<file path="config.mk">
export PLATFORM = sky130hd
export DESIGN_NAME = back_end
export DESIGN_NICKNAME = d
export VERILOG_FILES = /design/src/qu_pkg.sv /design/src/back_end.sv /design/src/retire.sv /design/src/execute.sv /design/src/schedule.sv /design/src/op_fifo.sv
export VERILOG_INCLUDE_DIRS = /design/src /design/src/src
export SDC_FILE = /design/constraint.sdc
export NUM_CORES = 1
export LEC_CHECK = 0
export ABC_AREA = 1
export ABC_CLOCK_PERIOD_IN_PS = 7200
export BUFFER_PORTS_ARGS = -buffer_cell sky130_fd_sc_hd__buf_2
export CORE_MARGIN = 1.5
export CORE_UTILIZATION = 53
export DETAILED_ROUTE_END_ITERATION = 16
export PLACE_DENSITY = 0.73
export SYNTH_ARGS = -nofsm -noshare
export SYNTH_HDL_FRONTEND = slang
export SYNTH_SLANG_ARGS = --single-unit
</file>
<file path="constraint.sdc">
create_clock -name clk -period 7.2 [get_ports clk]
set_clock_uncertainty 0.2 [all_clocks]
set_input_delay 1.44 -clock clk [delete_from_list [all_inputs] [get_ports clk]]
set_output_delay 1.44 -clock clk [all_outputs]
set_load 0.1 [all_outputs]
</file>
<file path="src/qu_defs.svh">
`ifndef QU_DEFS_SVH
`define QU_DEFS_SVH

`define QU_DATA_W       32
`define QU_PRF_ADDR_W   6
`define QU_TAG_W        4
`define QU_RS_ADDR_W    4
`define QU_WINDOW       4
`define QU_FIFO_DEPTH   4
`define QU_OPC_W        3

// issue word, lsb of each field
`define QU_IW_VALID     0
`define QU_IW_READY     1
`define QU_IW_TAG       2
`define QU_IW_OPC       6
`define QU_IW_DST       9
`define QU_IW_A         15
`define QU_IW_B         47
`define QU_IW_TGT       79
`define QU_IW_W         111

// done word
`define QU_DW_TAG       0
`define QU_DW_OPC       4
`define QU_DW_DST       7
`define QU_DW_VALUE     13
`define QU_DW_TAKEN     45
`define QU_DW_TGT       46
`define QU_DW_W         78

`endif
</file>
<file path="src/qu_pkg.sv">
`include "qu_defs.svh"

package qu_pkg;

    typedef logic [`QU_DATA_W-1:0]     data_t;
    typedef logic [`QU_PRF_ADDR_W-1:0] prf_addr_t;
    typedef logic [`QU_TAG_W-1:0]      tag_t;
    typedef logic [`QU_RS_ADDR_W-1:0]  rs_addr_t;
    typedef logic [`QU_OPC_W-1:0]      opcode_t;

    // valid, ready, tag, opcode, dst, a, b, target from bit 0 upward
    typedef logic [`QU_IW_W-1:0]       rs_cell_t;

    // tag, opcode, dst, value, taken, target from bit 0 upward
    typedef logic [`QU_DW_W-1:0]       done_word_t;

    // alu ops
    localparam opcode_t OPC_ADD = opcode_t'(0);
    localparam opcode_t OPC_SUB = opcode_t'(1);
    localparam opcode_t OPC_AND = opcode_t'(2);
    localparam opcode_t OPC_OR  = opcode_t'(3);
    localparam opcode_t OPC_XOR = opcode_t'(4);
    // signed compare, result is 1 or 0
    localparam opcode_t OPC_SLT = opcode_t'(5);

    // branches, predicted not taken
    localparam opcode_t OPC_BEQ = opcode_t'(6);
    localparam opcode_t OPC_BNE = opcode_t'(7);

endpackage

</file>
<file path="src/back_end.sv">
`timescale 1ns/100ps
`include "qu_defs.svh"

module back_end import qu_pkg::*; (
    input  logic      clk,
    input  logic      reset,
    input  logic      schedule_en,
    output rs_addr_t  rs_rd_addr0,
    output rs_addr_t  rs_rd_addr1,
    output rs_addr_t  rs_rd_addr2,
    output rs_addr_t  rs_rd_addr3,
    input  rs_cell_t  rs_rd_cell0,
    input  rs_cell_t  rs_rd_cell1,
    input  rs_cell_t  rs_rd_cell2,
    input  rs_cell_t  rs_rd_cell3,
    output logic      rs_issue_en,
    output rs_addr_t  rs_issue_addr,
    output logic      prf_wr_en,
    output prf_addr_t prf_wr_addr,
    output data_t     prf_wr_data,
    output logic      busy_clr_en,
    output prf_addr_t busy_clr_addr,
    output logic      redirect,
    output data_t     redirect_pc
);

    logic       flush;
    logic       issue_push;
    rs_cell_t   issue_cell;
    logic       issue_pop;
    rs_cell_t   issue_head;
    logic       issue_empty;
    logic       done_push;
    done_word_t done_word;
    logic       done_pop;
    done_word_t done_head;
    logic       done_empty;

    // redirect is already registered in retire
    assign flush = reset || redirect;

    schedule u_schedule (
        .clk          (clk),
        .reset        (reset),
        .flush        (flush),
        .schedule_en  (schedule_en),
        .issue_credit (issue_pop),
        .rs_rd_cell0  (rs_rd_cell0),
        .rs_rd_cell1  (rs_rd_cell1),
        .rs_rd_cell2  (rs_rd_cell2),
        .rs_rd_cell3  (rs_rd_cell3),
        .rs_rd_addr0  (rs_rd_addr0),
        .rs_rd_addr1  (rs_rd_addr1),
        .rs_rd_addr2  (rs_rd_addr2),
        .rs_rd_addr3  (rs_rd_addr3),
        .rs_issue_en  (rs_issue_en),
        .rs_issue_addr(rs_issue_addr),
        .issue_push   (issue_push),
        .issue_cell   (issue_cell)
    );

    op_fifo #(.WIDTH(`QU_IW_W), .DEPTH(`QU_FIFO_DEPTH)) issue_q (
        .clk      (clk),
        .reset    (reset),
        .flush    (flush),
        .push     (issue_push),
        .push_data(issue_cell),
        .pop      (issue_pop),
        .pop_data (issue_head),
        .empty    (issue_empty)
    );

    execute u_execute (
        .clk          (clk),
        .reset        (reset),
        .flush        (flush),
        .head_cell    (issue_head),
        .head_empty   (issue_empty),
        .result_credit(done_pop),
        .head_pop     (issue_pop),
        .done_push    (done_push),
        .done_word    (done_word)
    );

    op_fifo #(.WIDTH(`QU_DW_W), .DEPTH(`QU_FIFO_DEPTH)) done_q (
        .clk      (clk),
        .reset    (reset),
        .flush    (flush),
        .push     (done_push),
        .push_data(done_word),
        .pop      (done_pop),
        .pop_data (done_head),
        .empty    (done_empty)
    );

    retire u_retire (
        .clk          (clk),
        .reset        (reset),
        .flush        (flush),
        .done_word    (done_head),
        .done_empty   (done_empty),
        .done_pop     (done_pop),
        .prf_wr_en    (prf_wr_en),
        .prf_wr_addr  (prf_wr_addr),
        .prf_wr_data  (prf_wr_data),
        .busy_clr_en  (busy_clr_en),
        .busy_clr_addr(busy_clr_addr),
        .redirect     (redirect),
        .redirect_pc  (redirect_pc)
    );

endmodule

</file>
<file path="src/retire.sv">
`timescale 1ns/100ps
`include "qu_defs.svh"

module retire import qu_pkg::*; (
    input  logic       clk,
    input  logic       reset,
    input  logic       flush,
    input  done_word_t done_word,
    input  logic       done_empty,
    output logic       done_pop,
    output logic       prf_wr_en,
    output prf_addr_t  prf_wr_addr,
    output data_t      prf_wr_data,
    output logic       busy_clr_en,
    output prf_addr_t  busy_clr_addr,
    output logic       redirect,
    output data_t      redirect_pc
);

    opcode_t   opc;
    prf_addr_t dst;
    logic      is_branch;

    assign opc       = done_word[`QU_DW_OPC +: `QU_OPC_W];
    assign dst       = done_word[`QU_DW_DST +: `QU_PRF_ADDR_W];
    assign is_branch = (opc == OPC_BEQ) || (opc == OPC_BNE);

    // never stalls
    assign done_pop = !done_empty && !flush;

    always_ff @(posedge clk) begin
        if (reset || flush) begin
            prf_wr_en   <= 1'b0;
            busy_clr_en <= 1'b0;
            redirect    <= 1'b0;
        end else begin
            prf_wr_en   <= done_pop && !is_branch;
            busy_clr_en <= done_pop && !is_branch;
            redirect    <= done_pop && done_word[`QU_DW_TAKEN];
        end
    end

    always_ff @(posedge clk) begin
        if (done_pop) begin
            prf_wr_addr   <= dst;
            prf_wr_data   <= done_word[`QU_DW_VALUE +: `QU_DATA_W];
            busy_clr_addr <= dst;
            redirect_pc   <= done_word[`QU_DW_TGT +: `QU_DATA_W];
        end
    end

    // taken flag from execute only ever belongs to a branch
    assert property (@(posedge clk) disable iff (reset) redirect |-> $past(is_branch))
        else $error("redirect for a non-branch op");

endmodule

</file>
<file path="src/execute.sv">
`timescale 1ns/100ps
`include "qu_defs.svh"

module execute import qu_pkg::*; (
    input  logic       clk,
    input  logic       reset,
    input  logic       flush,
    input  rs_cell_t   head_cell,
    input  logic       head_empty,
    input  logic       result_credit,
    output logic       head_pop,
    output logic       done_push,
    output done_word_t done_word
);

    localparam int CREDIT_W = $clog2(`QU_FIFO_DEPTH + 1);

    opcode_t             opc;
    data_t               op_a;
    data_t               op_b;
    data_t               value;
    logic                taken;
    done_word_t          next_word;
    logic [CREDIT_W-1:0] credit;

    assign opc  = head_cell[`QU_IW_OPC +: `QU_OPC_W];
    assign op_a = head_cell[`QU_IW_A +: `QU_DATA_W];
    assign op_b = head_cell[`QU_IW_B +: `QU_DATA_W];

    // one slot of result queue reserved per pop
    assign head_pop = !head_empty && (credit != '0) && !flush;

    always_comb begin
        value = '0;
        taken = 1'b0;
        case (opc)
            OPC_ADD: value = op_a + op_b;
            OPC_SUB: value = op_a - op_b;
            OPC_AND: value = op_a & op_b;
            OPC_OR:  value = op_a | op_b;
            OPC_XOR: value = op_a ^ op_b;
            OPC_SLT: value = ($signed(op_a) < $signed(op_b)) ? data_t'(1) : '0;
            OPC_BEQ: taken = (op_a == op_b);
            OPC_BNE: taken = (op_a != op_b);
        endcase
    end

    always_comb begin
        next_word = '0;
        next_word[`QU_DW_TAG +: `QU_TAG_W]        = head_cell[`QU_IW_TAG +: `QU_TAG_W];
        next_word[`QU_DW_OPC +: `QU_OPC_W]        = opc;
        next_word[`QU_DW_DST +: `QU_PRF_ADDR_W]   = head_cell[`QU_IW_DST +: `QU_PRF_ADDR_W];
        next_word[`QU_DW_VALUE +: `QU_DATA_W]     = value;
        next_word[`QU_DW_TAKEN]                   = taken;
        next_word[`QU_DW_TGT +: `QU_DATA_W]       = head_cell[`QU_IW_TGT +: `QU_DATA_W];
    end

    always_ff @(posedge clk) begin
        if (head_pop) begin
            done_word <= next_word;
        end
    end

    always_ff @(posedge clk) begin
        if (reset || flush) begin
            done_push <= 1'b0;
            credit    <= CREDIT_W'(`QU_FIFO_DEPTH);
        end else begin
            done_push <= head_pop;
            if (head_pop && !result_credit) begin
                credit <= credit - 1'b1;
            end else if (result_credit && !head_pop) begin
                credit <= credit + 1'b1;
            end
        end
    end

endmodule

</file>
<file path="src/schedule.sv">
`timescale 1ns/100ps
`include "qu_defs.svh"

module schedule import qu_pkg::*; (
    input  logic     clk,
    input  logic     reset,
    input  logic     flush,
    input  logic     schedule_en,
    input  logic     issue_credit,
    input  rs_cell_t rs_rd_cell0,
    input  rs_cell_t rs_rd_cell1,
    input  rs_cell_t rs_rd_cell2,
    input  rs_cell_t rs_rd_cell3,
    output rs_addr_t rs_rd_addr0,
    output rs_addr_t rs_rd_addr1,
    output rs_addr_t rs_rd_addr2,
    output rs_addr_t rs_rd_addr3,
    output logic     rs_issue_en,
    output rs_addr_t rs_issue_addr,
    output logic     issue_push,
    output rs_cell_t issue_cell
);

    localparam int CREDIT_W = $clog2(`QU_FIFO_DEPTH + 1);
    localparam int SEL_W    = $clog2(`QU_WINDOW);

    rs_addr_t            base;
    logic [CREDIT_W-1:0] credit;
    rs_cell_t            cells [`QU_WINDOW];
    logic                any_ready;
    logic [SEL_W-1:0]    sel;

    // window of consecutive entries, wraps around the station
    assign rs_rd_addr0 = base;
    assign rs_rd_addr1 = base + rs_addr_t'(1);
    assign rs_rd_addr2 = base + rs_addr_t'(2);
    assign rs_rd_addr3 = base + rs_addr_t'(3);

    assign cells[0] = rs_rd_cell0;
    assign cells[1] = rs_rd_cell1;
    assign cells[2] = rs_rd_cell2;
    assign cells[3] = rs_rd_cell3;

    // lowest numbered port wins
    always_comb begin
        any_ready = 1'b0;
        sel       = '0;
        for (int i = `QU_WINDOW - 1; i >= 0; i--) begin
            if (cells[i][`QU_IW_VALID] && cells[i][`QU_IW_READY]) begin
                any_ready = 1'b1;
                sel       = SEL_W'(i);
            end
        end
    end

    assign rs_issue_en   = schedule_en && !flush && (credit != '0) && any_ready;
    assign rs_issue_addr = base + rs_addr_t'(sel);
    assign issue_push    = rs_issue_en;
    assign issue_cell    = cells[sel];

    always_ff @(posedge clk) begin
        if (reset || flush) begin
            base   <= '0;
            credit <= CREDIT_W'(`QU_FIFO_DEPTH);
        end else begin
            // hold the base after an issue, more ready cells may sit here
            if (schedule_en && !rs_issue_en) begin
                base <= base + rs_addr_t'(`QU_WINDOW);
            end
            if (issue_push && !issue_credit) begin
                credit <= credit - 1'b1;
            end else if (issue_credit && !issue_push) begin
                credit <= credit + 1'b1;
            end
        end
    end

    assert property (@(posedge clk) disable iff (reset) credit <= CREDIT_W'(`QU_FIFO_DEPTH))
        else $error("issue credit above queue depth");

endmodule

</file>
<file path="src/op_fifo.sv">
`timescale 1ns/100ps

module op_fifo #(
    parameter int WIDTH = 8,
    parameter int DEPTH = 4
) (
    input  logic             clk,
    input  logic             reset,
    input  logic             flush,
    input  logic             push,
    input  logic [WIDTH-1:0] push_data,
    input  logic             pop,
    output logic [WIDTH-1:0] pop_data,
    output logic             empty
);

    localparam int PTR_W = (DEPTH > 1) ? $clog2(DEPTH) : 1;
    localparam int CNT_W = $clog2(DEPTH + 1);

    logic [WIDTH-1:0] mem [DEPTH];
    logic [PTR_W-1:0] wr_ptr;
    logic [PTR_W-1:0] rd_ptr;
    logic [CNT_W-1:0] count;

    assign empty    = (count == '0);
    assign pop_data = mem[rd_ptr];

    always_ff @(posedge clk) begin
        if (push) begin
            mem[wr_ptr] <= push_data;
        end
    end

    always_ff @(posedge clk) begin
        if (reset || flush) begin
            wr_ptr <= '0;
            rd_ptr <= '0;
            count  <= '0;
        end else begin
            if (push) begin
                wr_ptr <= (wr_ptr == PTR_W'(DEPTH - 1)) ? '0 : wr_ptr + 1'b1;
            end
            if (pop) begin
                rd_ptr <= (rd_ptr == PTR_W'(DEPTH - 1)) ? '0 : rd_ptr + 1'b1;
            end
            if (push && !pop) begin
                count <= count + 1'b1;
            end else if (pop && !push) begin
                count <= count - 1'b1;
            end
        end
    end

    // the sender's credit counter must keep pushes off a full queue
    assert property (@(posedge clk) disable iff (reset) push |-> count < CNT_W'(DEPTH))
        else $error("op_fifo push while full");

    assert property (@(posedge clk) disable iff (reset) pop |-> !empty)
        else $error("op_fifo pop while empty");

endmodule

</file>
==> impl_metrics.ini <==
[outcome]
outcome = complete, no violations

[critical_path]
r2r_cells = 17
crit_path_max_fanout = 117
critPathArrivalTime_ps = 4870
cp_cell_sequence = buf_4 > inv_4 > buf_12 > a21oi_1 > a32oi_1 > inv_1 > ha_1 > nand2_1 > nor2_1 > and2_1 > nand2_1 > nand2_1 > nand2_1 > nand2_1 > nand2_1 > nand3_1 > nand3_1
crit_path_start_kind = register
slowest_delay_ps = 510
worstReg2RegEnd = u_execute.done_word[44]
worst_path_most_repeated_cell = nand2_1
path_class = reg2reg
slowest_stage = inv_4
cp-end-kind = register
reg2reg_slack_ps = 2460
required_ps = 7330

[clock_tree]
hold_buffers = 0
clk_latency_ps = 650
cts_sinks = 884
cts_setup_buffers = 0
clk_pin_slew_worst_paths_ps = 60
clockBufferDepth = 3
cts-root-buf = clkbuf_16
cts_inserted_buffers = 87
cts_tree = done
cts.repair.resized = 0
cts_max_level = 3

[power]
p_per_area_nw_per_um2 = 453
peakVddDrop_mv = 0.257
power_mw = 21.4
p_leak_nw = 18.7

[global_route]
grt_remaining_overflow = 0
grt_pass1_vias = 27600
grt_start_max_net_pins = 211
grt_pass1_wl_mm = 158
gr-usage-all-layers_pct = 26.1
antenna_found_initial = 2

[drt]
via_per_inst = 5.59
ant_nets = 0
wirelength_mm = 106
vias = 30700
routedWlPerCell_um = 19.3
drtIter0Drc = 3193
route.detailed.drc = 0
first_pass_iters = 7

[yosys]
synth_area_leaders = edfxtp_1 (62%), nand2_1 (6.1%), o21ai_0 (5.5%)
ys_warn_count = 0
yosysTopAreaCellShare_pct = 62.3
netlist_instances = 3970
synth-seq-cells = 884
synth.avg_cell_area_um2 = 10.4
synth_top_cell_by_area = edfxtp_1
yosysUniqueCellTypes = 42
ys_seq_area_share_pct = 63.7
synth_flop_cell = edfxtp_1
synth-async-reset-ratio_pct = 0
synth-edff-count = 855
synthesis.area_um2 = 41200

[floorplan]
die_h_um = 282
start_util_pct = 53.4
num_rows = 102
die-area_um2 = 79400
fp.dieW_um = 282
num_io_pins = 547
core_area_um2 = 77200

[timing]
period_minus_slack_ps = 4740
max_freq_ghz = 0.211
relSlewSlack_pct = 24.4
worst_pin_slew_ps = 1130
timing.hold.ws_ps = 278
setup_tns_ps = 0
fin_crit_sh_pct = 65.9
setup_viol = 0
rsz0062_at_grt = false
hold_viol = 0
finalMaxSlewViolations = 0

[layout]
drive_above_1_share_pct = 16.0
final_common_cell = edfxtp_1
area_delta_synth_final_pct = 14.7
layout_common_cells = edfxtp_1 (855), nand2_1 (672), nor2_1 (550)
finalNetCount = 4945
final_core_util_pct = 61.2
fillCellCount = 6130
final_cells = 5493

[placed_design]
gp_congestion = 1.00
portBuffers = 522
dp.cells = 5330
dp_hpwl_mm = 71.2

[hold_path]
min_path_type = reg2reg
min-delay-start = u_schedule.credit[2]
hold_depth = 1
whs_endpoint = u_schedule.credit[2]

[run]
drv_cap = 0
synth_stat cells, types with 19 or more instances:
master / count
a21oi_1: 172
a32oi_1: 64
buf_1: 20
buf_2: 36
buf_4: 26
clkbuf_1: 152
dfxtp_1: 29
edfxtp_1: 855
ha_1: 113
inv_1: 338
nand2_1: 673
nand3_1: 131
nor2_1: 555
nor3_1: 19
o21ai_0: 456
o21ai_1: 26
o22ai_1: 237
kinds of logic (layout without fill, tap and decap cells):
| kind of cell | Yosys count | in the layout | synth area share (%) |
|---|---|---|---|
| other | 2 | 10 | 0.0182 |
| DFF | 884 | 884 | 63.7 |
| AOI/OAI and AO/OA | 973 | 973 | 13.2 |
| buffers and inverters | 586 | 1061 | 5.76 |
| xor gates and xnor gates | 3 | 3 | 0.0638 |
| and+or+nand+nor | 1403 | 1403 | 13.5 |
| adders and majority gates | 119 | 119 | 3.72 |
how the worst max path moves through the flow:
stage	cells past startpoint	slack, ps	to	from
floorplan	5	-60	issue_q.mem[0][100]	reset
global placement	9	2530	rs_issue_en	reset
detailed placement	11	2520	done_q.count[1]	reset
CTS	14	2490	u_execute.done_word[13]	register
global route	18	2160	u_execute.done_word[41]	register
finish	17	2460	u_execute.done_word[44]	register
layout make-up:
class	count	area, um^2	area share [%]
repair buffers	553	2930	6.21
clock buffers	110	2270	4.81
flip-flops and latches	884	26300	55.6
clock inverters	51	524	1.11
diodes	2	5.00	0.0106
multi-input cells	2506	12600	26.8
inverters	347	1310	2.78
well taps	1040	1300	2.75
per-stage QoR:
stage | setup slack [ps] | cell area [um^2]
6_report | 2460 | 47300
3_5_place_dp | 2520 | 44500
3_3_place_gp | 2530 | 44500
2_1_floorplan | -58.7 | 41200
5_1_grt | 2160 | 47300
4_1_cts | 2490 | 47300
report_power, final:
part / switching, mW / total [mW] / internal [mW]
sequential: 0.357 / 7.32 / 6.96
combinational: 7.33 / 9.73 / 2.40
clock: 1.88 / 4.37 / 2.48
total: 9.57 / 21.4 / 11.8
registers in the layout, summed over array words and instances, names as in the netlist, named ones only:
register                flops
issue_q.mem               420
done_q.mem                292
u_execute.done_word        73
u_retire.prf_wr_data       32
u_retire.redirect_pc       32
u_retire.busy_clr_addr      6
done_q.count                3
issue_q.count               3
u_execute.credit            3
u_schedule.credit           3
done_q.rd_ptr               2
done_q.wr_ptr               2
issue_q.rd_ptr              2
issue_q.wr_ptr              2
u_schedule.rs_rd_addr0      2
u_execute.done_push         1
u_retire.prf_wr_en          1
u_retire.redirect           1
layer usage:
layer	vias to the layer above	GRT usage (%)	share of wire, %
li1	14700	-	-
met1	14500	38.0	42
met2	1310	40.8	46
met3	137	3.23	8.2
met4	0	8.93	2.9
met5	-	0	0
critical path, delay by kind of cell (launching register included):
family | cells | cell delay [ps]
and+or+nand+nor | 10 | 1420
buffers and inverters | 4 | 1360
AOI/OAI and AO/OA | 2 | 510
adders and majority gates | 1 | 490
DFF | 1 | 300
(Power assumes the default switching activity.)
